[config.mk]
export PLATFORM = sky130hd
export DESIGN_NAME = uop_fifo
export DESIGN_NICKNAME = d
export VERILOG_FILES = /design/src/rtl/la_core_pkg.sv /design/src/rtl/uop_fifo.sv
export SDC_FILE = /design/constraint.sdc
export NUM_CORES = 1
export LEC_CHECK = 0
export BUFFER_PORTS_ARGS = -buffer_cell sky130_fd_sc_hd__buf_2
export CORE_AREA = 4 4 303 186
export DETAILED_ROUTE_END_ITERATION = 6
export DIE_AREA = 0 0 307 190
export PLACE_DENSITY_LB_ADDON = 0.08
export SYNTH_ARGS = -nofsm -noshare
export SYNTH_HDL_FRONTEND = slang
export SYNTH_SLANG_ARGS = --single-unit
[constraint.sdc]
create_clock -name clk -period 6.3 [get_ports clk]
set_clock_uncertainty 0.15 [all_clocks]
set_input_delay 0.315 -clock clk [delete_from_list [all_inputs] [get_ports clk]]
set_output_delay 0.315 -clock clk [all_outputs]
set_load 0.01 [all_outputs]
[src/rtl/la_core_pkg.sv]
`default_nettype none

package la_core_pkg;

    localparam int xlen       = 32;
    localparam int reg_addr_w = 5;
    localparam int fifo_depth = 4;
    localparam int fifo_ptr_w = $clog2(fifo_depth);
    localparam int fifo_cnt_w = $clog2(fifo_depth + 1);

    // wider-immediate formats, matched on their own prefix
    localparam logic [9:0] addi_w_op  = 10'h00a;  // inst[31:22]
    localparam logic [6:0] lu12i_w_op = 7'h0a;    // inst[31:25]

    typedef enum logic [4:0] {
        alu_add,
        alu_sub,
        alu_slt,
        alu_sltu,
        alu_and,
        alu_or,
        alu_nor,
        alu_xor,
        alu_sll,
        alu_srl,
        alu_sra,
        alu_mul,
        alu_mulh,
        alu_mulhu,
        alu_lui,
        alu_nop
    } alu_op_e;

    // inst[31:15] of the 3R, 2RI5 and code formats
    typedef enum logic [16:0] {
        op_add_w   = 17'h00020,
        op_sub_w   = 17'h00022,
        op_slt     = 17'h00024,
        op_sltu    = 17'h00025,
        op_nor     = 17'h00028,
        op_and     = 17'h00029,
        op_or      = 17'h0002a,
        op_xor     = 17'h0002b,
        op_sll_w   = 17'h0002e,
        op_srl_w   = 17'h0002f,
        op_sra_w   = 17'h00030,
        op_mul_w   = 17'h00038,
        op_mulh_w  = 17'h00039,
        op_mulh_wu = 17'h0003a,
        op_break   = 17'h00054,
        op_syscall = 17'h00056,
        op_slli_w  = 17'h00081,
        op_srli_w  = 17'h00089,
        op_srai_w  = 17'h00091
    } opcode_e;

    typedef enum logic [2:0] {
        exc_none,
        exc_brk,
        exc_sys,
        exc_ine
    } exc_code_e;

    typedef struct packed {
        logic [xlen-1:0] pc;
        logic [31:0]     inst;
    } fetch_t;

    typedef struct packed {
        logic [xlen-1:0]       pc;
        alu_op_e               op;
        logic [reg_addr_w-1:0] rj_addr;
        logic [reg_addr_w-1:0] rk_addr;
        logic [reg_addr_w-1:0] rd_addr;
        logic                  use_rk;       // src2 from rk, else imm
        logic [xlen-1:0]       imm;
        logic                  reg_write_en;
        exc_code_e             exc;
    } uop_t;

    typedef struct packed {
        logic [xlen-1:0]       pc;
        logic [reg_addr_w-1:0] rd_addr;
        logic                  reg_write_en;
        logic [xlen-1:0]       data;
        exc_code_e             exc;
    } wb_t;

endpackage

`default_nettype wire

[src/rtl/uop_fifo.sv]
`timescale 1ns/1ps
`default_nettype none

module uop_fifo (
    input  wire logic              clk,
    input  wire logic              rst_n,
    input  wire logic              in_valid,
    input  wire la_core_pkg::uop_t in_uop,
    output logic                   in_ready,
    output logic                   out_valid,
    output la_core_pkg::uop_t      out_uop,
    input  wire logic              out_ready
);

    la_core_pkg::uop_t                  mem [la_core_pkg::fifo_depth];
    logic [la_core_pkg::fifo_ptr_w-1:0] wr_ptr;
    logic [la_core_pkg::fifo_ptr_w-1:0] rd_ptr;
    logic [la_core_pkg::fifo_cnt_w-1:0] count;
    logic                               push;
    logic                               pop;

    assign in_ready  = (count != la_core_pkg::fifo_depth);  // not full
    assign out_valid = (count != '0);                       // not empty
    assign out_uop   = mem[rd_ptr];
    assign push      = in_valid && in_ready;
    assign pop       = out_valid && out_ready;

    always_ff @(posedge clk or negedge rst_n) begin
        if (!rst_n) begin
            wr_ptr <= '0;
            rd_ptr <= '0;
            count  <= '0;
        end else begin
            if (push)
                wr_ptr <= (wr_ptr == la_core_pkg::fifo_depth - 1) ? '0 : wr_ptr + 1'b1;
            if (pop)
                rd_ptr <= (rd_ptr == la_core_pkg::fifo_depth - 1) ? '0 : rd_ptr + 1'b1;
            if (push && !pop)
                count <= count + 1'b1;
            else if (pop && !push)
                count <= count - 1'b1;
        end
    end

    always_ff @(posedge clk) begin
        if (push)
            mem[wr_ptr] <= in_uop;
    end

    assert property (@(posedge clk) disable iff (!rst_n)
        count <= la_core_pkg::fifo_depth);

    // pointers and count agree on occupancy
    assert property (@(posedge clk) disable iff (!rst_n)
        wr_ptr == la_core_pkg::fifo_ptr_w'((rd_ptr + count) % la_core_pkg::fifo_depth));

endmodule

`default_nettype wire

==> reports/metrics.cfg, run 1 <==
[sta]
fmaxAchievable_mhz = 292
timing.slew.headroom = 0.326
timing_hold_violations_final = 0
setup-violations-final = 0
grt_setup_unrepaired = no
max_slew.worst_pin.slew_ns = 1.01
period_minus_slack_ns = 3.42
timing.final.max_slew_violations = 0
setup_tns_ns = 0
period_share = 0.543

[critical_path]
timing.critical_path.required_ns = 5.83
timing.reg2reg.setup_slack_ns = 3.55
crit_path_start_kind = flip-flop
worst-endpoint-arrival_ns = 2.96
worst_r2r_path_depth = 4
path_class = flip-flop to output pin
setup.worst_path.end_class = output pin
critical-path-max-stage-delay_ns = 0.79
critPathTopFamily = buffers and inverters
r2r_start = wr_ptr[0]
worst-path-max-fanout = 39
reg2reg_to = mem[2][26]
critical-path-slowest-cell = sky130_fd_sc_hd__dfrtp_4
critical_path.n_buffers_inverters = 2
cp_cell_sequence = buf_4 -> mux4_2 -> buf_2

[power_and_ir_drop]
power.leakage_uw = 0.00576
irDropWorstVdd_mv = 0.220
pwr_density_cell_nw_per_um2 = 451

[final_layout]
post_route_cells_drive_above_1_share = 0.417
area_delta_synth_final_pct = 29.4
antenna_cells_inserted = 0
finish.instance_area_sq_um = 17100
regArea_sq_um = 10900
nets = 902
multi_input_comb_area_sq_um = 2280
finalCoreUtilization = 0.319
nFillCells = 5140

[clock_tree]
insertion_delay_ns = 0.52
cts-htree-levels = 2
numCtsBuffers = 39
clk_transition_reported_paths_ns = 0.06
cts_tree = built
clock_tree.root_cell = sky130_fd_sc_hd__clkbuf_16
clockBufferDepth = 3
cts_repair_resize_count = 0
clkSinkCount = 363

[global_route]
grt_pass1_vias = 7131
pin_count_of_the_biggest_net_entering_global_routing = 59
number_of_antenna_violations_at_the_first_check_in_global_routing = 2
grt_pass1_wl_mm = 44.7
globalRouteOverflowTotal = 0
grtUsageTotal = 0.102

[logic_synthesis]
yosysTopAreaCell = sky130_fd_sc_hd__edfxtp_1
synthesized_netlist_net_count = 601
largest_cells_by_area_after_synthesis = sky130_fd_sc_hd__edfxtp_1, sky130_fd_sc_hd__mux4_2, sky130_fd_sc_hd__dfrtp_1
postSynthAreaPerCell_sq_um = 26.4
netlist_area_sq_um = 13200
synth-seq-cells = 363
synth-warning-count = 0
syn_inst = 501
ys_seq_area_frac = 0.821
ys_types = 20
yosysTopAreaCellShare = 0.808

[floorplanning]
dieWidth_um = 307
num_io_pins = 184
core_area_sq_um = 53600
die_area_sq_um = 58300
die_height_um = 190
start_util = 0.247
std_cell_rows = 66

[detailed_routing]
drtPass1Iterations = 5
met3WireLength_mm = 1.64
top_signal_layer_used = met5
viasPerCell = 4.03
routedLengthMet1_mm = 13.4
routedWlPerCell_um = 19.2
detail_route.drc_violations = 0
via_count = 6219
route.final.wire_length_mm = 29.6
routed_length_on_met2_mm = 14.0
route.antenna.remaining_nets = 0
drt-initial-drc-count = 258

[flow_run]
timing.max_cap.violations = 0

[placement]
finalWeightedCongestion = 0.636
placement.cell_area_sq_um = 15000
placement.io_buffers = 183
place.detailed.hpwl_mm = 17.2

[min_path]
hold_class = primary input to asynchronous set/reset pin

[run_status]
status = finished, final reports clean

## registers in the layout (all words and copies together), names as in the netlist
name    cells
mem       356
count       3
rd_ptr      2
wr_ptr      2
## power breakdown
group / switching [uW] / internal [uW] / leakage, uW / total, uW
logic: 1140 / 995 / 0.00183 / 2140
registers: 231 / 3200 / 0.00334 / 3430
clock network: 892 / 1270 / 0.000590 / 2160
total: 2260 / 5460 / 0.00576 / 7720
## synth_stat cells
cell,count
sky130_fd_sc_hd__edfxtp_1,356
sky130_fd_sc_hd__mux4_2,89
sky130_fd_sc_hd__buf_2,11
sky130_fd_sc_hd__dfrtp_1,7
sky130_fd_sc_hd__ha_1,6
sky130_fd_sc_hd__clkbuf_1,5
sky130_fd_sc_hd__and3_2,4
sky130_fd_sc_hd__buf_1,3
sky130_fd_sc_hd__inv_1,3
sky130_fd_sc_hd__mux2_2,3
sky130_fd_sc_hd__nor2_1,3
sky130_fd_sc_hd__mux2_4,2
sky130_fd_sc_hd__xor2_1,2
sky130_fd_sc_hd__and2_4,1
sky130_fd_sc_hd__buf_4,1
sky130_fd_sc_hd__fa_1,1
sky130_fd_sc_hd__nand2_1,1
sky130_fd_sc_hd__or3_2,1
sky130_fd_sc_hd__or3b_4,1
sky130_fd_sc_hd__xnor2_1,1
## layer usage
layer  track usage  vias up
met3        0.0294       53
met4        0.0249        4
met1         0.136     3270
met2         0.166      131
met5             0        -
li1              -     2761
## per-stage QoR
step | setup WS (ns) | cells | total power (uW) | hold WS (ns)
after floorplan | 3.92 | 501 | 4740 | -0.131
after global routing | 2.58 | 1544 | 8210 | 0.0501
final | 2.88 | 1544 | 7720 | 0.0539
after global placement | 3.30 | 1385 | 5650 | 0.0147
after detailed placement | 3.28 | 1385 | 5690 | 0.0157
after CTS | 2.70 | 1544 | 7940 | 0.0222
## final cells by class
cell class	instances	area share
Clock inverter	18	0.00789
Tap cell	714	0.0522
Multi-Input combinational cell	115	0.133
Timing Repair Buffer	280	0.109
Sequential cell	363	0.635
Inverter	3	0.000658
Clock buffer	51	0.0621
## worst max path at each step
stage	slack (ns)	from	depth (start not counted)	to
2_1_floorplan	3.92	count[2]	2	mem[0][0]
5_1_grt	2.58	rd_ptr[0]	3	out_uop[19]
4_1_cts	2.70	rd_ptr[0]	3	out_uop[63]
3_3_place_gp	3.30	rd_ptr[0]	3	out_uop[63]
3_5_place_dp	3.28	rd_ptr[0]	3	out_uop[63]
6_report	2.88	rd_ptr[0]	3	out_uop[19]
## kinds of logic after synthesis
| kind of cell | Yosys count | synth area share |
|---|---|---|
| XOR/XNOR | 3 | 0.00199 |
| buffers and inverters | 23 | 0.00785 |
| flip-flops | 363 | 0.821 |
| multiplexers | 94 | 0.156 |
| AND/OR/NAND/NOR | 11 | 0.00548 |
| adder cells (fa/ha/maj) | 7 | 0.00719 |
## layout by cell type (no fill, tap or decap), drive strengths merged, types with 4 or more instances in the layout
master / instances
and3: 4
buf: 190
clkbuf: 51
clkinv: 15
dfrtp: 7
dlygate4sd3: 90
edfxtp: 356
ha: 6
mux2: 5
mux4: 89
## repair_timing
action / CTS / global route
setup buffers: 0 / 0
endpoints found under the setup margin: 0 / 0
hold endpoints to repair: 363 / 0
hold buffers: 90 / 0
Power figures use the tool's default switching activity.
==> run 2: changes to the inputs <==
==> constraint.sdc (replaced) <==
create_clock -name clk -period 3.58 [get_ports clk]
set_clock_uncertainty 0.15 [all_clocks]
set_input_delay 0.179 -clock clk [delete_from_list [all_inputs] [get_ports clk]]
set_output_delay 0.179 -clock clk [all_outputs]
set_load 0.01 [all_outputs]
==> reports/metrics.cfg, run 2 (synthesis results as in run 1) <==
[critical_path]
timing.critical_path.required_ns = 3.25
worst-path-max-fanout = 33
reg2reg_to = count[2]
setup.worst_path.end_class = output pin
worst-endpoint-arrival_ns = 2.55
path_class = flip-flop to output pin
r2r_start = count[1]
crit_path_start_kind = flip-flop
worst_r2r_path_depth = 8
timing.reg2reg.setup_slack_ns = 1.19

[final_layout]
finalNonFillerCells = 1553
most_flops_register = mem
post_route_cells_drive_above_1_share = 0.416
commonest_cells_after_routing_fill_and_taps_aside = sky130_fd_sc_hd__edfxtp_1, sky130_fd_sc_hd__buf_2, sky130_fd_sc_hd__dlygate4sd3_1
largest_register_ffs = 356
nets = 909
area_delta_synth_final_pct = 30.9
layout_commonest_cell = sky130_fd_sc_hd__edfxtp_1
largestRegisters = mem x356, count x3
nFillCells = 5104

[clock_tree]
insertion_delay_ns = 0.52
clk_transition_reported_paths_ns = 0.06
cts_tree = built
postCtsSetupRepairBufs = 0
clockBufferDepth = 3
cts_hold_buf = 93
clkSinkCount = 363
cts-htree-levels = 2
cts_repair_resize_count = 0
numCtsBuffers = 39
clock_tree.root_cell = sky130_fd_sc_hd__clkbuf_16

[power_and_ir_drop]
irDropWorstVdd_mv = 0.452
power.leakage_uw = 0.00584
pwr_density_cell_nw_per_um2 = 802
power.total_uw = 13900

[sta]
timing_hold_violations_final = 0
timing.final.max_slew_violations = 0
setup-violations-final = 0
period_share = 0.804
setup_tns_ns = 0
hold-worst-slack_ns = 0.251
timing.slew.headroom = 0.544
grt_setup_unrepaired = no
max_slew.worst_pin.slew_ns = 0.684
fmaxAchievable_mhz = 347
period_minus_slack_ns = 2.88

[placement]
finalWeightedCongestion = 0.657
placement.io_buffers = 183
dpl.cell_count = 1389
place.detailed.hpwl_mm = 17.5

[floorplanning]
core_area_sq_um = 53600
std_cell_rows = 66
die_height_um = 190
num_io_pins = 184
start_util = 0.247
dieWidth_um = 307
die_area_sq_um = 58300

[detailed_routing]
route.final.wire_length_mm = 30.2
routedWlPerCell_um = 19.5
route.antenna.remaining_nets = 0
viasPerCell = 4.04
via_count = 6281
detail_route.drc_violations = 0
drtPass1Iterations = 4
drt-initial-drc-count = 361

[global_route]
pin_count_of_the_biggest_net_entering_global_routing = 90
number_of_antenna_violations_at_the_first_check_in_global_routing = 2
grt_pass1_wl_mm = 45.5
globalRouteOverflowTotal = 0
grt_pass1_vias = 7111
grtUsageTotal = 0.104

[min_path]
worst_hold_path.num_cells = 2
hold_class = primary input to flip-flop
worst_hold_path.endpoint = mem[2][39]
hp-start = in_uop[39]

[run_status]
status = finished, final reports clean

[flow_run]
timing.max_cap.violations = 0

run 2: changes by cell type in the layout (fill, tap and decap cells not counted):
cell / before / now
sky130_fd_sc_hd__buf_12: 0 / 7
sky130_fd_sc_hd__clkbuf_1: 10 / 14
sky130_fd_sc_hd__clkinv_2: 9 / 6
sky130_fd_sc_hd__bufinv_16: 2 / 4
sky130_fd_sc_hd__clkinvlp_4: 1 / 0
sky130_fd_sc_hd__dlygate4sd3_1: 90 / 93
sky130_fd_sc_hd__buf_4: 7 / 4
sky130_fd_sc_hd__diode_2: 0 / 3
sky130_fd_sc_hd__clkinv_1: 6 / 3
run 2: per-layer routing:
metal | global-route usage | share of wire | wire, um
met4 | 0.0252 | 0.015 | 466
met1 | 0.140 | 0.46 | 13900
met5 | 0 | 0.00023 | 7
met3 | 0.0278 | 0.054 | 1640
met2 | 0.170 | 0.47 | 14200
run 2: how the worst max path moves through the flow:
stage                     startpoint          end  slack, ns
final                      rd_ptr[0]  out_uop[37]       0.70
after floorplan             count[2]    mem[0][0]       1.20
after detailed placement   rd_ptr[0]  out_uop[37]       1.15
after global placement     rd_ptr[0]  out_uop[37]       1.16
after global routing       rd_ptr[0]  out_uop[37]       0.48
after CTS                  rd_ptr[0]  out_uop[37]       0.55
run 2: report_power, final:
group          switching [uW]  leakage (uW)  internal, uW  total (uW)
Combinational            2080       0.00189          1850        3930
Clock                    1570      0.000606          2380        3950
Sequential                394       0.00334          5620        6010
run 2: worst max-delay path, stage by stage (launching register included):
cell	delay, ns
sky130_fd_sc_hd__dfrtp_4	0.87
sky130_fd_sc_hd__buf_12	0.36
sky130_fd_sc_hd__mux4_2	0.59
sky130_fd_sc_hd__buf_2	0.17
run 2: cell type report:
| class | count | area, sq um | share of cell area |
|---|---|---|---|
| Antenna cell | 3 | 7.51 | 0.000433 |
| Clock inverter | 13 | 161 | 0.00932 |
| Tap cell | 714 | 893 | 0.0516 |
| Inverter | 3 | 11.3 | 0.000650 |
| Sequential cell | 363 | 10900 | 0.628 |
| Clock buffer | 55 | 1080 | 0.0623 |
| Timing Repair Buffer | 287 | 2020 | 0.116 |
| Multi-Input combinational cell | 115 | 2280 | 0.131 |
run 2: metrics by stage:
step / area, sq um / utilization / worst slack [ns]
detailed placement: 15100 / 0.283 / 1.15
global placement: 15100 / 0.283 / 1.16
finish: 17300 / 0.323 / 0.700
floorplan: 13200 / - / 1.20
CTS: 17300 / 0.323 / 0.552
global route: 17300 / 0.323 / 0.478
==> run 3: changes to the inputs <==
==> constraint.sdc (replaced) <==
create_clock -name clk -period 2.88 [get_ports clk]
set_clock_uncertainty 0.15 [all_clocks]
set_input_delay 0.144 -clock clk [delete_from_list [all_inputs] [get_ports clk]]
set_output_delay 0.144 -clock clk [all_outputs]
set_load 0.01 [all_outputs]
==> reports/metrics.cfg, run 3 (synthesis results as in run 1) <==
[run_status]
status = finished, final reports clean

[power_and_ir_drop]
irDropWorstVdd_mv = 0.383
power.sequential.fraction = 0.443
switching_pwr_uw = 4950
clock_power_share = 0.259
cellInternalPower_uw = 11900
sw_frac_of_total = 0.294
power.leakage_uw = 0.00581
power.share.combinational = 0.298
pwr_density_cell_nw_per_um2 = 973

[flow_run]
timing.max_cap.violations = 0

[sta]
period_share = 0.931
timing_hold_violations_final = 0
period_minus_slack_ns = 2.68
setup-violations-final = 0
timing.final.max_slew_violations = 0
timing.slew.headroom = 0.560
setup_tns_ns = 0
max_slew.worst_pin.slew_ns = 0.660
grt_setup_unrepaired = no
fmaxAchievable_mhz = 373

[global_route]
number_of_antenna_violations_at_the_first_check_in_global_routing = 1
globalRouteOverflowTotal = 0
grtUsageTotal = 0.100
grt_pass1_wl_mm = 44.1
pin_count_of_the_biggest_net_entering_global_routing = 47
grt_pass1_vias = 7076

[clock_tree]
clockBufferDepth = 3
cts-htree-levels = 2
numCtsBuffers = 37
insertion_delay_ns = 0.52
cts_tree = built
cts_repair_resize_count = 0
postCtsSetupRepairBufs = 0
clock_tree.root_cell = sky130_fd_sc_hd__clkbuf_16
clk_transition_reported_paths_ns = 0.06
clkSinkCount = 363

[final_layout]
layout_commonest_cell = sky130_fd_sc_hd__edfxtp_1
nets = 913
antenna_cells_inserted = 0
most_flops_register = mem
finalNonFillerCells = 1551
largest_register_ffs = 356
commonest_cells_after_routing_fill_and_taps_aside = sky130_fd_sc_hd__edfxtp_1, sky130_fd_sc_hd__buf_2, sky130_fd_sc_hd__dlygate4sd3_1
area_delta_synth_final_pct = 30.5
largestRegisters = mem x356, count x3
post_route_cells_drive_above_1_share = 0.417

[floorplanning]
die_height_um = 190
start_util = 0.247
dieWidth_um = 307
num_io_pins = 184
std_cell_rows = 66
die_area_sq_um = 58300
core_area_sq_um = 53600

[critical_path]
timing.critical_path.required_ns = 2.59
crit_path_start_kind = flip-flop
path_class = flip-flop to output pin
setup.worst_path.end_class = output pin
worst-endpoint-arrival_ns = 2.39
worst-path-max-fanout = 21

[detailed_routing]
viasPerCell = 4.05
drt-initial-drc-count = 265
route.final.wire_length_mm = 29.3
via_count = 6286
drtPass1Iterations = 4
detail_route.drc_violations = 0
route.antenna.remaining_nets = 0
routedWlPerCell_um = 18.9

[placement]
placement.io_buffers = 183
dpl.cell_count = 1395
finalWeightedCongestion = 0.659
place.detailed.hpwl_mm = 17.6

[min_path]
hold_class = primary input to flip-flop

## run 3: layout make-up
type	instances	area [sq um]
Fill cell	5148	36300
Sequential cell	363	10900
Multi-Input combinational cell	115	2280
Timing Repair Buffer	293	2140
Clock buffer	47	1010
Tap cell	714	893
Clock inverter	16	72.6
Inverter	3	11.3
## run 3: power by group through the flow
stage	Combinational, uW	Clock (uW)	Sequential, uW
floorplan	3100	0	7260
global placement	5110	0	7520
detailed placement	5120	0	7580
CTS	5240	4570	7480
global route	5460	4800	7550
finish	5010	4360	7440
## run 3: repair_timing
item / CTS / global route
endpoints found under the hold margin: 368 / 0
hold buffers: 93 / 0
setup endpoints to repair: 0 / 0
## run 3: path summary, 6_finish.rpt
check	cells past startpoint	start	slack, ns	end
max	3	rd_ptr[0]	0.20	out_uop[9]
max in group asynchronous	3	rst_n	1.82	rd_ptr[1]
min	2	in_uop[49]	0.21	mem[3][49]
min in group asynchronous	3	rst_n	0.48	rd_ptr[0]
max reg2reg	8	count[1]	0.51	count[2]
min reg2reg	1	count[2]	0.34	count[2]
## run 3: metrics by stage
step	hold WS, ns	worst slack, ns	cell area, sq um	total power (uW)	utilization
floorplan	-0.302	0.501	13200	10400	-
global placement	-0.162	0.533	15300	12600	0.285
detailed placement	-0.159	0.517	15300	12700	0.285
CTS	0.170	0.106	17300	17300	0.322
global route	0.191	0.0438	17300	17800	0.322
finish	0.214	0.199	17300	16800	0.322
## run 3: critical path, cell delays in order, from the launching register on
cell and delay [ns]:
sky130_fd_sc_hd__dfrtp_4 0.82, sky130_fd_sc_hd__buf_4 0.32, sky130_fd_sc_hd__mux4_2 0.54, sky130_fd_sc_hd__buf_2 0.16
## run 3: routing by layer
| layer | routed length, um | up-vias | GRT usage |
|---|---|---|---|
| met5 | 7 | - | 0 |
| met4 | 603 | 2 | 0.0245 |
| met3 | 1670 | 52 | 0.0299 |
| met2 | 13600 | 131 | 0.162 |
| met1 | 13400 | 3317 | 0.133 |
| li1 | - | 2784 | - |
