$ cat config.mk
export PLATFORM = sky130hd
export DESIGN_NAME = la_decoder
export DESIGN_NICKNAME = d
export VERILOG_FILES = /design/src/rtl/la_core_pkg.sv /design/src/rtl/la_decoder.sv
export SDC_FILE = /design/constraint.sdc
export NUM_CORES = 1
export LEC_CHECK = 0
export CAP_MARGIN = 10
export CORE_AREA = 2 2 94 96
export DETAILED_ROUTE_END_ITERATION = 10
export DIE_AREA = 0 0 96 98
export DONT_BUFFER_PORTS = 1
export PLACE_DENSITY_LB_ADDON = 0.3
export SLEW_MARGIN = 20
export SYNTH_ARGS = -nofsm -noshare
export SYNTH_HDL_FRONTEND = slang
export SYNTH_SLANG_ARGS = --single-unit
export TNS_END_PERCENT = 50
$ cat constraint.sdc
create_clock -name clk -period 4.25 [get_ports clk]
set_clock_uncertainty 0.15 [all_clocks]
set_input_delay 1.0625 -clock clk [delete_from_list [all_inputs] [get_ports clk]]
set_output_delay 1.0625 -clock clk [all_outputs]
set_load 0.05 [all_outputs]
$ cat src/rtl/la_core_pkg.sv
`default_nettype none

package la_core_pkg;

    localparam int xlen       = 32;
    localparam int reg_addr_w = 5;
    localparam int fifo_depth = 4;
    localparam int fifo_ptr_w = $clog2(fifo_depth);
    localparam int fifo_cnt_w = $clog2(fifo_depth + 1);

    // wider-immediate formats, matched on their own prefix
    localparam logic [9:0] addi_w_op  = 10'h00a;  // inst[31:22]
    localparam logic [6:0] lu12i_w_op = 7'h0a;    // inst[31:25]

    typedef enum logic [4:0] {
        alu_add,
        alu_sub,
        alu_slt,
        alu_sltu,
        alu_and,
        alu_or,
        alu_nor,
        alu_xor,
        alu_sll,
        alu_srl,
        alu_sra,
        alu_mul,
        alu_mulh,
        alu_mulhu,
        alu_lui,
        alu_nop
    } alu_op_e;

    // inst[31:15] of the 3R, 2RI5 and code formats
    typedef enum logic [16:0] {
        op_add_w   = 17'h00020,
        op_sub_w   = 17'h00022,
        op_slt     = 17'h00024,
        op_sltu    = 17'h00025,
        op_nor     = 17'h00028,
        op_and     = 17'h00029,
        op_or      = 17'h0002a,
        op_xor     = 17'h0002b,
        op_sll_w   = 17'h0002e,
        op_srl_w   = 17'h0002f,
        op_sra_w   = 17'h00030,
        op_mul_w   = 17'h00038,
        op_mulh_w  = 17'h00039,
        op_mulh_wu = 17'h0003a,
        op_break   = 17'h00054,
        op_syscall = 17'h00056,
        op_slli_w  = 17'h00081,
        op_srli_w  = 17'h00089,
        op_srai_w  = 17'h00091
    } opcode_e;

    typedef enum logic [2:0] {
        exc_none,
        exc_brk,
        exc_sys,
        exc_ine
    } exc_code_e;

    typedef struct packed {
        logic [xlen-1:0] pc;
        logic [31:0]     inst;
    } fetch_t;

    typedef struct packed {
        logic [xlen-1:0]       pc;
        alu_op_e               op;
        logic [reg_addr_w-1:0] rj_addr;
        logic [reg_addr_w-1:0] rk_addr;
        logic [reg_addr_w-1:0] rd_addr;
        logic                  use_rk;       // src2 from rk, else imm
        logic [xlen-1:0]       imm;
        logic                  reg_write_en;
        exc_code_e             exc;
    } uop_t;

    typedef struct packed {
        logic [xlen-1:0]       pc;
        logic [reg_addr_w-1:0] rd_addr;
        logic                  reg_write_en;
        logic [xlen-1:0]       data;
        exc_code_e             exc;
    } wb_t;

endpackage

`default_nettype wire

$ cat src/rtl/la_decoder.sv
`timescale 1ns/1ps
`default_nettype none

module la_decoder (
    input  wire logic                clk,
    input  wire logic                rst_n,
    input  wire logic                fetch_valid,
    input  wire la_core_pkg::fetch_t fetch,
    output logic                     fetch_ready,
    output logic                     uop_valid,
    output la_core_pkg::uop_t        uop,
    input  wire logic                uop_ready
);

    logic [16:0]       opcode;
    logic [4:0]        ui5;
    la_core_pkg::uop_t dec;

    assign opcode = fetch.inst[31:15];
    assign ui5    = fetch.inst[14:10];

    // slot free or being emptied this cycle
    assign fetch_ready = !uop_valid || uop_ready;

    always_comb begin
        dec              = '0;
        dec.pc           = fetch.pc;
        dec.rk_addr      = fetch.inst[14:10];
        dec.rj_addr      = fetch.inst[9:5];
        dec.rd_addr      = fetch.inst[4:0];
        dec.op           = la_core_pkg::alu_nop;
        dec.use_rk       = 1'b1;
        dec.reg_write_en = 1'b1;
        dec.exc          = la_core_pkg::exc_none;

        case (opcode)
            la_core_pkg::op_add_w:   dec.op = la_core_pkg::alu_add;
            la_core_pkg::op_sub_w:   dec.op = la_core_pkg::alu_sub;
            la_core_pkg::op_slt:     dec.op = la_core_pkg::alu_slt;
            la_core_pkg::op_sltu:    dec.op = la_core_pkg::alu_sltu;
            la_core_pkg::op_nor:     dec.op = la_core_pkg::alu_nor;
            la_core_pkg::op_and:     dec.op = la_core_pkg::alu_and;
            la_core_pkg::op_or:      dec.op = la_core_pkg::alu_or;
            la_core_pkg::op_xor:     dec.op = la_core_pkg::alu_xor;
            la_core_pkg::op_sll_w:   dec.op = la_core_pkg::alu_sll;
            la_core_pkg::op_srl_w:   dec.op = la_core_pkg::alu_srl;
            la_core_pkg::op_sra_w:   dec.op = la_core_pkg::alu_sra;
            la_core_pkg::op_mul_w:   dec.op = la_core_pkg::alu_mul;
            la_core_pkg::op_mulh_w:  dec.op = la_core_pkg::alu_mulh;
            la_core_pkg::op_mulh_wu: dec.op = la_core_pkg::alu_mulhu;
            la_core_pkg::op_slli_w, la_core_pkg::op_srli_w, la_core_pkg::op_srai_w: begin
                dec.use_rk = 1'b0;
                dec.imm    = {27'b0, ui5};  // zero-extended shamt
                if (opcode == la_core_pkg::op_slli_w)
                    dec.op = la_core_pkg::alu_sll;
                else if (opcode == la_core_pkg::op_srli_w)
                    dec.op = la_core_pkg::alu_srl;
                else
                    dec.op = la_core_pkg::alu_sra;
            end
            la_core_pkg::op_break: begin
                dec.reg_write_en = 1'b0;
                dec.exc          = la_core_pkg::exc_brk;
            end
            la_core_pkg::op_syscall: begin
                dec.reg_write_en = 1'b0;
                dec.exc          = la_core_pkg::exc_sys;
            end
            default: begin
                dec.use_rk = 1'b0;
                if (fetch.inst[31:22] == la_core_pkg::addi_w_op) begin
                    dec.op  = la_core_pkg::alu_add;
                    dec.imm = {{20{fetch.inst[21]}}, fetch.inst[21:10]};  // si12
                end else if (fetch.inst[31:25] == la_core_pkg::lu12i_w_op) begin
                    dec.op  = la_core_pkg::alu_lui;
                    dec.imm = {fetch.inst[24:5], 12'b0};  // si20 << 12
                end else begin
                    dec.reg_write_en = 1'b0;
                    dec.exc          = la_core_pkg::exc_ine;
                end
            end
        endcase
    end

    always_ff @(posedge clk or negedge rst_n) begin
        if (!rst_n) begin
            uop_valid <= 1'b0;
        end else if (fetch_valid && fetch_ready) begin
            uop_valid <= 1'b1;
        end else if (uop_ready) begin
            uop_valid <= 1'b0;
        end
    end

    always_ff @(posedge clk) begin
        if (fetch_valid && fetch_ready)
            uop <= dec;
    end

    // held micro-op must not change until the fifo takes it
    assert property (@(posedge clk) disable iff (!rst_n)
        (uop_valid && !uop_ready) |=> (uop_valid && $stable(uop)));

endmodule

`default_nettype wire

==> results by group, run 1 <==
Run status
  – Status: completed

Power and ir drop
  – Clock power frac: 0.344
  – Comb pwr share: 0.028
  – Pwr Density: around 500 mW/mm^2
  – Sequential cell fraction of total power: 0.629
  – P_sw: between 0.4 and 0.5 mW
  – Switching part of the total: 0.262
  – VDD IR-drop max: 0.169 mV
  – Cell internal pwr: 1.35 mW
  – Leakage: roughly 1.4 nW

Timing
  – Hold Fails Final Rpt: 0
  – Unrepaired setup endpoints after global routing: false
  – Fmax: about 350 MHz
  – Setup TNS: 0 ns
  – # setup viols final: 0
  – Worst-margin pin slew: approximately 0.83 ns
  – Min Clock Period, post-route: slightly below 3 ns
  – Fin crit share: 0.681
  – Final slew viol count: 0
  – Max-slew headroom: 0.445
  – Hold WS: about 0.26 ns

Global routing
  – Total GRT Usage: 0.149
  – Global-route wire length before repair: 10100 um
  – Initial antenna violation count: 0
  – Overflow after GRT: 0
  – Pin count of the biggest net entering global routing: 51
  – Vias in the first global route: approximately 1.7k

Drt
  – Total Wirelength: around 7100 um
  – DRT Pass-1 Iters: 4
  – Vias: roughly 1.7k
  – Iteration-0 DRC Markers: 54
  – Vias/cell: between 5 and 6
  – Wire per inst: between 20 and 25 um
  – Remaining DRCs: 0
  – DRT antenna net count: 0

Die
  – Initial Util: 0.396
  – Rows: 34
  – Chip width: 96 um
  – Die Y: just under 100 um
  – Ports: ~160
  – Die footprint: between 0.009 and 0.01 sq mm
  – Area of the core: around 0.0085 sq mm

Layout
  – Fin util: 0.437
  – Area Growth Syn to Fin: 10.3%
  – Fin cells: between 300 and 400
  – Most frequent cells in the layout: edfxtp_1, a21o_1, nand2_1
  – Commonest non-fill, non-tap cell in the layout: edfxtp_1
  – Share of cells above drive strength 1: 0.114
  – N_diodes: 0
  – Nets@finish: between 200 and 300

Worst setup path
  – CP Capture Point: uop[15]
  – Setup crit end kind: flip-flop
  – Cells along the critical path: or3_4 > nor4_2 > and3_1
  – Peak fanout along the critical path: 20
  – Reg2Reg Depth: 3
  – Reg2reg start: uop_valid
  – Critical path type: in2reg
  – Critical Path RT: roughly 4.1 ns
  – CP max stage delay: approximately 0.82 ns
  – R2R setup slack: between 1.5 and 2 ns
  – Worst path slowest cell: and3_1
  – Setup crit start kind: primary input
  – WP data arrival: between 2 and 3 ns
  – CP startpoint: fetch[27]
  – Crit Reg-Reg Endpoint: uop[43]

Synthesis
  – Area leader, netlist: edfxtp_1
  – Top_reg_cell synth: edfxtp_1
  – Yosys warnings: 0
  – Post-synth EDFFs: between 80 and 90
  – Synthesized flop and latch total: slightly below 90
  – Top-area cell type share of the netlist area: 0.780
  – Syn avg cell area: 16.4 sq um
  – Cell Area, Synth: approximately 0.0034 sq mm
  – Post-synthesis cell count: ~200
  – Seq/Total Area, Yosys: 0.787
  – FFs w/ async S/R, synth: 0.0114
  – Distinct cells, synth: 39
  – Synth area leaders: edfxtp_1, a21o_1, and2_1, and3_1, nand2_1

Clocking
  – CTS tree: built
  – CTS resizes: 0
  – Num Clock Sinks: roughly 90
  – Hold_buf cts: 0
  – Reg clk slew, reported paths: ~0.09 ns
  – Setup Buffers After CTS: 0
  – Root Buffer: clkbuf_8
  – H-tree depth: 3
  – Clock Latency Late Sink: 0.34 ns
  – Clock tree buffer depth: 2
  – Total clock buffers created by CTS: 9

Placed design
  – Final estimated routing congestion in global placement: a little under 0.8
  – Placed insts: 303
  – Post-DP HPWL: a little over 5000 um
  – PortBufs: 0

Run
  – Max-Cap Viols: 0

Min path
  – Hold Crit Class: in2async
[worst min path at each step]
stage          startpoint         to  slack (ns)  cells past startpoint
2_1_floorplan       rst_n  uop_valid        0.62                      0
3_3_place_gp        rst_n  uop_valid        0.62                      0
3_5_place_dp        rst_n  uop_valid        0.62                      0
4_1_cts             rst_n  uop_valid        0.23                      0
5_1_grt             rst_n  uop_valid        0.21                      0
6_report            rst_n  uop_valid        0.26                      0
[worst max-delay path: cells and delay by family]
| family | cells | cell delay, ns |
|---|---|---|
| AND/OR/NAND/NOR | 3 | 1.69 |
[cell type report]
| type | instances | area [sq um] |
|---|---|---|
| fillers | 719 | 4770 |
| clock buffers | 9 | 124 |
| clock inverters | 7 | 103 |
| inverters | 3 | 11.3 |
| multi-input cells | 102 | 658 |
| well taps | 108 | 135 |
| flip-flops and latches | 88 | 2640 |
| repair buffers | 2 | 27.5 |
[flip-flops by register name (all words and copies together), names as in the netlist]
register,count
uop,87
uop_valid,1
[power by group through the flow]
stage / Combinational [mW] / Sequential, mW / Clock, mW
final: 0.0507 / 1.15 / 0.631
after global routing: 0.0565 / 1.16 / 0.694
after CTS: 0.0516 / 1.16 / 0.649
after detailed placement: 0.0512 / 1.18 / 0
after global placement: 0.0508 / 1.17 / 0
after floorplan: 0.0455 / 1.17 / 0
[layer usage]
layer	vias up	global-route usage	wire length, um
met5	-	0	0
met4	0	0.0396	59
met3	5	0.0880	805
met2	109	0.252	3630
met1	829	0.156	2630
li1	784	-	-
[cells in the mapped netlist (2+ instances only)]
| cell | count |
|---|---|
| inv_1 | 3 |
| nand3_1 | 2 |
| nor4_1 | 2 |
| nor3_1 | 6 |
| buf_4 | 2 |
| a21o_1 | 19 |
| edfxtp_1 | 87 |
| nor3b_1 | 2 |
| buf_2 | 3 |
| a21oi_1 | 2 |
| and2_1 | 6 |
| nand2b_1 | 5 |
| and4b_1 | 2 |
| o21ai_0 | 4 |
| and3_1 | 6 |
| or3_4 | 2 |
| nor2b_1 | 5 |
| nand2_1 | 10 |
| o22ai_1 | 3 |
| clkbuf_1 | 7 |
| nor2_1 | 8 |
[stage by stage]
step | area [sq um] | total power, mW | worst slack [ns]
4_1_cts | 3700 | 1.86 | 1.39
6_report | 3700 | 1.84 | 1.36
5_1_grt | 3700 | 1.91 | 1.24
3_5_place_dp | 3470 | 1.23 | 1.02
3_3_place_gp | 3470 | 1.23 | 1.05
2_1_floorplan | 3350 | 1.22 | 0.0181
[logic make-up (layout without fill, tap and decap cells)]
kind of cell	count (synthesis)	in the layout	synth area share
other	1	2	0.00112
muxes	1	1	0.00299
AOI/OAI and AO/OA	37	37	0.0795
DFF	88	88	0.787
buffers and inverters	15	21	0.0202
and+or+nand+nor	62	62	0.109
No activity file was read; power rests on OpenSTA's default activity.
==> run 2: changes to the inputs <==
==> constraint.sdc (replaced) <==
create_clock -name clk -period 2.4 [get_ports clk]
set_clock_uncertainty 0.15 [all_clocks]
set_input_delay 0.6 -clock clk [delete_from_list [all_inputs] [get_ports clk]]
set_output_delay 0.6 -clock clk [all_outputs]
set_load 0.05 [all_outputs]
==> run 2 against run 1 <==
  * Setup slack got worse by 1.0 ns
  * Routed wire length fell by 0.44%
  * Clock power increased by 58%
  * Largest power group unchanged
  * Critical path depth shrank 1
  * First-iteration DRC count fell by 19%
  * Sequential share of layout area decreased by 1.1 points
  * Total power increased by 71%
==> results by group, run 2 (same netlist as run 1, synthesis figures left out) <==
Run status
  – Status: completed

Min path
  – Hold Crit Class: in2reg
  – Hold path endpoint: uop[68]
  – WHS Path Cells: 0
  – Min-delay src: fetch[43]

Worst setup path
  – Reg2Reg Depth: 3
  – Critical Path RT: 1.65 ns
  – Setup crit start kind: flip-flop
  – WP data arrival: 1.34 ns
  – Crit Reg-Reg Endpoint: uop[74]
  – Reg2reg start: uop_valid
  – Setup crit end kind: output pin
  – Peak fanout along the critical path: 2
  – Critical path type: reg2out
  – R2R setup slack: around 0.56 ns

Drt
  – Remaining DRCs: 0
  – DRT Pass-1 Iters: 4
  – Iteration-0 DRC Markers: 44
  – Total Wirelength: between 7000 and 8000 um
  – DRT antenna net count: 0
  – Vias: ~1.8k
  – Vias/cell: between 5 and 6
  – Wire per inst: 21.6 um

Clocking
  – Total clock buffers created by CTS: 9
  – CTS resizes: 0
  – Clock tree buffer depth: 2
  – Hold_buf cts: 1
  – CTS tree: built
  – H-tree depth: 3
  – Setup Buffers After CTS: 0
  – Reg clk slew, reported paths: ~0.09 ns
  – Num Clock Sinks: slightly below 90
  – Clock Latency Late Sink: about 0.34 ns
  – Root Buffer: clkbuf_8

Power and ir drop
  – Total Power: 3.14 mW
  – Cell internal pwr: 2.29 mW
  – Sequential cell fraction of total power: 0.651
  – Clock power frac: 0.317
  – Comb pwr share: 0.032
  – VDD IR-drop max: between 0.3 and 0.4 mV
  – Leakage: approximately 1.4 nW
  – P_sw: roughly 0.84 mW
  – Pwr Density: 836 mW/mm^2
  – Switching part of the total: 0.269

Layout
  – Area Growth Syn to Fin: 12.1%
  – Post-route cell area: 0.00375 sq mm
  – Fin util: 0.444
  – Share of cells above drive strength 1: 0.145
  – Nets@finish: 284
  – Max reg flops: 87
  – Most frequent cells in the layout: edfxtp_1, a21o_1, nand2_1
  – N_diodes: 0
  – Commonest non-fill, non-tap cell in the layout: edfxtp_1
  – Top flop regs: uop (87), uop_valid (1)
  – Reg with most FFs: uop

Run
  – Max-Cap Viols: 0

Timing
  – # setup viols final: 0
  – Min setup slack post-route: 0.311 ns
  – Fmax: between 400 and 500 MHz
  – Fin crit share: 0.870
  – Unrepaired setup endpoints after global routing: false
  – Min Clock Period, post-route: 2.09 ns
  – Final slew viol count: 0
  – Hold Fails Final Rpt: 0

Global routing
  – Vias in the first global route: ~1.8k
  – Pin count of the biggest net entering global routing: 35
  – Initial antenna violation count: 0
  – Global-route wire length before repair: 10300 um
  – Total GRT Usage: 0.150
  – Overflow after GRT: 0

Die
  – Die footprint: 0.00941 sq mm
  – Area of the core: 0.00847 sq mm
  – Initial Util: 0.396
  – Rows: 34
  – Ports: between 150 and 200
  – Die Y: 98 um
  – Chip width: roughly 96 um

Placed design
  – PortBufs: 0
  – Final estimated routing congestion in global placement: approximately 0.80
  – Placed Area: around 0.0035 sq mm
  – Post-DP HPWL: ~5100 um
  – DP Worst Slack: -0.0138 ns
## run 2: routing by layer
layer | up-vias | global-route usage | wire length [um]
met1 | 854 | 0.154 | 2560
met5 | - | 0 | 0
met4 | 0 | 0.0593 | 104
met3 | 10 | 0.0733 | 811
li1 | 801 | - | -
met2 | 111 | 0.257 | 3620
## run 2: layout make-up
type                       instances  area (sq um)
sequential                        88          2640
clock inverter                     6          67.6
inverter                           3          11.3
multi-input combinational        102           658
fill                             722          4710
tap                              108           135
timing repair buffer              12           118
clock buffer                      10           128
## run 2: critical path, stage by stage (launching register included)
cell and delay [ns]:
dfrtp_1 0.64, nand2b_1 0.14, buf_4 0.22
## run 2: worst max path at each step
stage	start	to	slack, ns	cells past startpoint
final	uop_valid	fetch_ready	0.31	2
after global routing	uop_valid	fetch_ready	0.23	2
after CTS	uop_valid	fetch_ready	0.28	2
after detailed placement	fetch[27]	uop[0]	-0.01	5
after global placement	fetch[27]	uop[1]	0.0004	5
after floorplan	fetch[27]	uop[0]	-0.06	6
## run 2: stage by stage
step | std cells | setup TNS [ns] | hold WS, ns
after floorplan | 205 | -0.116 | 0.154
after global placement | 312 | 0 | 0.154
after detailed placement | 312 | -0.0236 | 0.154
after CTS | 329 | 0 | 0.171
after global routing | 329 | 0 | 0.161
final | 329 | 0 | 0.193
## run 2: power groups by stage
stage | Combinational [mW] | Sequential [mW] | Clock [mW]
after floorplan | 0.0818 | 2.07 | 0
after global routing | 0.112 | 2.05 | 1.09
after CTS | 0.103 | 2.04 | 1.03
after detailed placement | 0.101 | 2.08 | 0
final | 0.101 | 2.04 | 0.996
after global placement | 0.101 | 2.08 | 0
==> run 3: changes to the inputs <==
--- a/config.mk
+++ b/config.mk
@@ -5,10 +5,11 @@
 export SDC_FILE = /design/constraint.sdc
 export NUM_CORES = 1
 export LEC_CHECK = 0
+export ABC_AREA = 1
 export CAP_MARGIN = 10
-export CORE_AREA = 2 2 94 96
+export CORE_AREA = 2 2 100 102
 export DETAILED_ROUTE_END_ITERATION = 10
-export DIE_AREA = 0 0 96 98
+export DIE_AREA = 0 0 102 104
 export DONT_BUFFER_PORTS = 1
 export PLACE_DENSITY_LB_ADDON = 0.3
 export SLEW_MARGIN = 20
==> run 3 against run 2 <==
  * Non-clock buffer count decreased by 6
  * Largest cell class unchanged
  * Register-to-register slack improved by 0.04 ns
  * Sequential share of layout area decreased by 6.4 points
  * Via count increased by 37%
  * Core utilization decreased by 1.1 points
  * Combinational power increased by 20%
  * Maximum frequency increased by 0.75%
  * Area after synthesis increased by 13%
  * Routed wire length increased by 22%
==> results by group, run 3 <==
Run status
  – Status: completed

Min path
  – Hold Crit Class: in2reg

Drt
  – DRT Pass-1 Iters: 5
  – Wire per inst: ~18 um
  – Total Wirelength: 8660 um
  – Remaining DRCs: 0
  – Iteration-0 DRC Markers: ~130
  – Vias: 2427
  – Vias/cell: 5.05
  – DRT antenna net count: 0

Worst setup path
  – Largest delay share family, worst path: flip-flops
  – WP buf/inv: 0
  – Cells along the critical path: nand2_1
  – Worst path slowest cell: dfrtp_2
  – Setup crit start kind: flip-flop
  – Critical Path RT: around 1.7 ns
  – Peak fanout along the critical path: 3
  – Setup crit end kind: output pin
  – WP data arrival: approximately 1.3 ns
  – Critical path type: reg2out
  – CP max stage delay: 0.54 ns

Timing
  – Min setup slack post-route: between 0.3 and 0.4 ns
  – Hold WS: between 0.15 and 0.2 ns
  – Setup TNS: 0 ns
  – Worst-margin pin slew: between 0.5 and 0.6 ns
  – Hold Fails Final Rpt: 0
  – Fmax: ~480 MHz
  – Final slew viol count: 0
  – # setup viols final: 0
  – Unrepaired setup endpoints after global routing: false
  – Fin crit share: 0.864
  – Min Clock Period, post-route: about 2.1 ns
  – Max-slew headroom: 0.650

Clocking
  – H-tree depth: 3
  – Num Clock Sinks: 88
  – CTS resizes: 0
  – Clock Latency Late Sink: 0.35 ns
  – Setup Buffers After CTS: 0
  – Root Buffer: clkbuf_8
  – Reg clk slew, reported paths: approximately 0.08 ns
  – Hold_buf cts: 1
  – CTS tree: built
  – Total clock buffers created by CTS: 9
  – Clock tree buffer depth: 2

Power and ir drop
  – Total Power: approximately 3.0 mW
  – Leakage: roughly 1.6 nW
  – Pwr Density: slightly above 700 mW/mm^2
  – VDD IR-drop max: ~0.25 mV

Synthesis
  – Post-synthesis cell count: between 300 and 400
  – Synthesized flop and latch total: slightly below 90
  – Top-area cell type share of the netlist area: 0.690
  – Most common cell in the synthesized netlist: edfxtp_1
  – Cell Area, Synth: roughly 0.0038 sq mm
  – Syn avg cell area: ~11 sq um
  – Top_reg_cell synth: edfxtp_1
  – Post-synth EDFFs: 87
  – Seq/Total Area, Yosys: 0.697
  – Yosys warnings: 0
  – Area leader, netlist: edfxtp_1
  – Distinct cells, synth: 24
  – Post-synth top cells: edfxtp_1, nand2_1, nor2_1, inv_1, nand3_1
  – FFs w/ async S/R, synth: 0.0114
  – Synth area leaders: edfxtp_1, nand2_1, nor2_1, nand3_1, inv_1

Layout
  – Most frequent cells in the layout: edfxtp_1, nand2_1, nor2_1
  – Share of cells above drive strength 1: 0.135
  – Nets@finish: 412
  – Commonest non-fill, non-tap cell in the layout: edfxtp_1
  – Fin util: 0.433
  – N_diodes: 0
  – Max reg flops: between 80 and 90
  – Post-route cell area: approximately 0.0041 sq mm
  – Fin cells: slightly below 500
  – Top flop regs: uop (87), uop_valid (1)
  – Area Growth Syn to Fin: 9.26%
  – Reg with most FFs: uop

Placed design
  – Post-DP HPWL: approximately 6500 um
  – Placed Area: 0.00397 sq mm
  – Placed insts: between 400 and 500
  – Final estimated routing congestion in global placement: around 0.87
  – DP Worst Slack: roughly 0.25 ns
  – PortBufs: 0

Global routing
  – Pin count of the biggest net entering global routing: 40
  – Overflow after GRT: 0
  – Vias in the first global route: ~2.2k
  – Global-route wire length before repair: between 10000 and 15000 um
  – Initial antenna violation count: 0
  – Total GRT Usage: 0.161

Die
  – Ports: around 160
  – Initial Util: 0.396
  – Rows: 36
  – Die Y: approximately 100 um
  – Die footprint: approximately 0.011 sq mm
  – Chip width: 102 um
  – Area of the core: ~0.0095 sq mm

Run
  – Max-Cap Viols: 0
==> run 3: cell types whose count changed after synthesis, moves of 6 or more <==
cell      change
nand2_1      +67
nor2_1       +39
nand3_1      +26
inv_1        +25
a21o_1       -19
clkbuf_1      -7
inv_2         +7
and2_1        -6
and3_1        -6
nand4_1       +6
nor2_2        +6
==> run 3: final timing paths <==
| kind | startpoint | to | slack [ns] | cells past startpoint |
|---|---|---|---|---|
| worst max-delay path | uop_valid | fetch_ready | 0.33 | 1 |
| worst min-delay path | fetch[6] | uop[48] | 0.19 | 0 |
| worst max register to register | uop_valid | uop[20] | 0.60 | 2 |
| worst min register to register | uop_valid | uop[82] | 0.81 | 1 |
| max in group asynchronous | rst_n | uop_valid | 1.68 | 1 |
| min in group asynchronous | rst_n | uop_valid | 0.30 | 1 |
==> run 3: cell families (layout without fill, tap and decap cells) <==
group | count (synthesis) | in the layout | synth area share
other | 1 | 2 | 0.000991
buffers and inverters | 45 | 56 | 0.0565
and+or+nand+nor | 190 | 190 | 0.228
AOI/OAI and AO/OA | 12 | 12 | 0.0175
DFF | 88 | 88 | 0.697
==> run 3: report_power, final <==
group	internal [mW]	leakage (nW)	total [mW]	switching (mW)
logic	0.0277	0.714	0.121	0.0932
clock network	0.360	0.0770	0.824	0.464
registers	1.78	0.844	2.05	0.270
total	2.16	1.63	2.99	0.828
==> run 3: area by class of cell <==
| class | instances | area, sq um |
|---|---|---|
| clock buffers | 10 | 128 |
| clock inverters | 5 | 25.0 |
| fillers | 929 | 5420 |
| inverters | 35 | 144 |
| multi-input cells | 204 | 947 |
| flip-flops and latches | 88 | 2640 |
| well taps | 133 | 166 |
| repair buffers | 6 | 85.1 |
==> run 3: metal layers <==
layer	global-route usage	part of all wire
met1	0.183	0.40
met2	0.257	0.47
met3	0.0652	0.11
met4	0.0829	0.025
met5	0	0
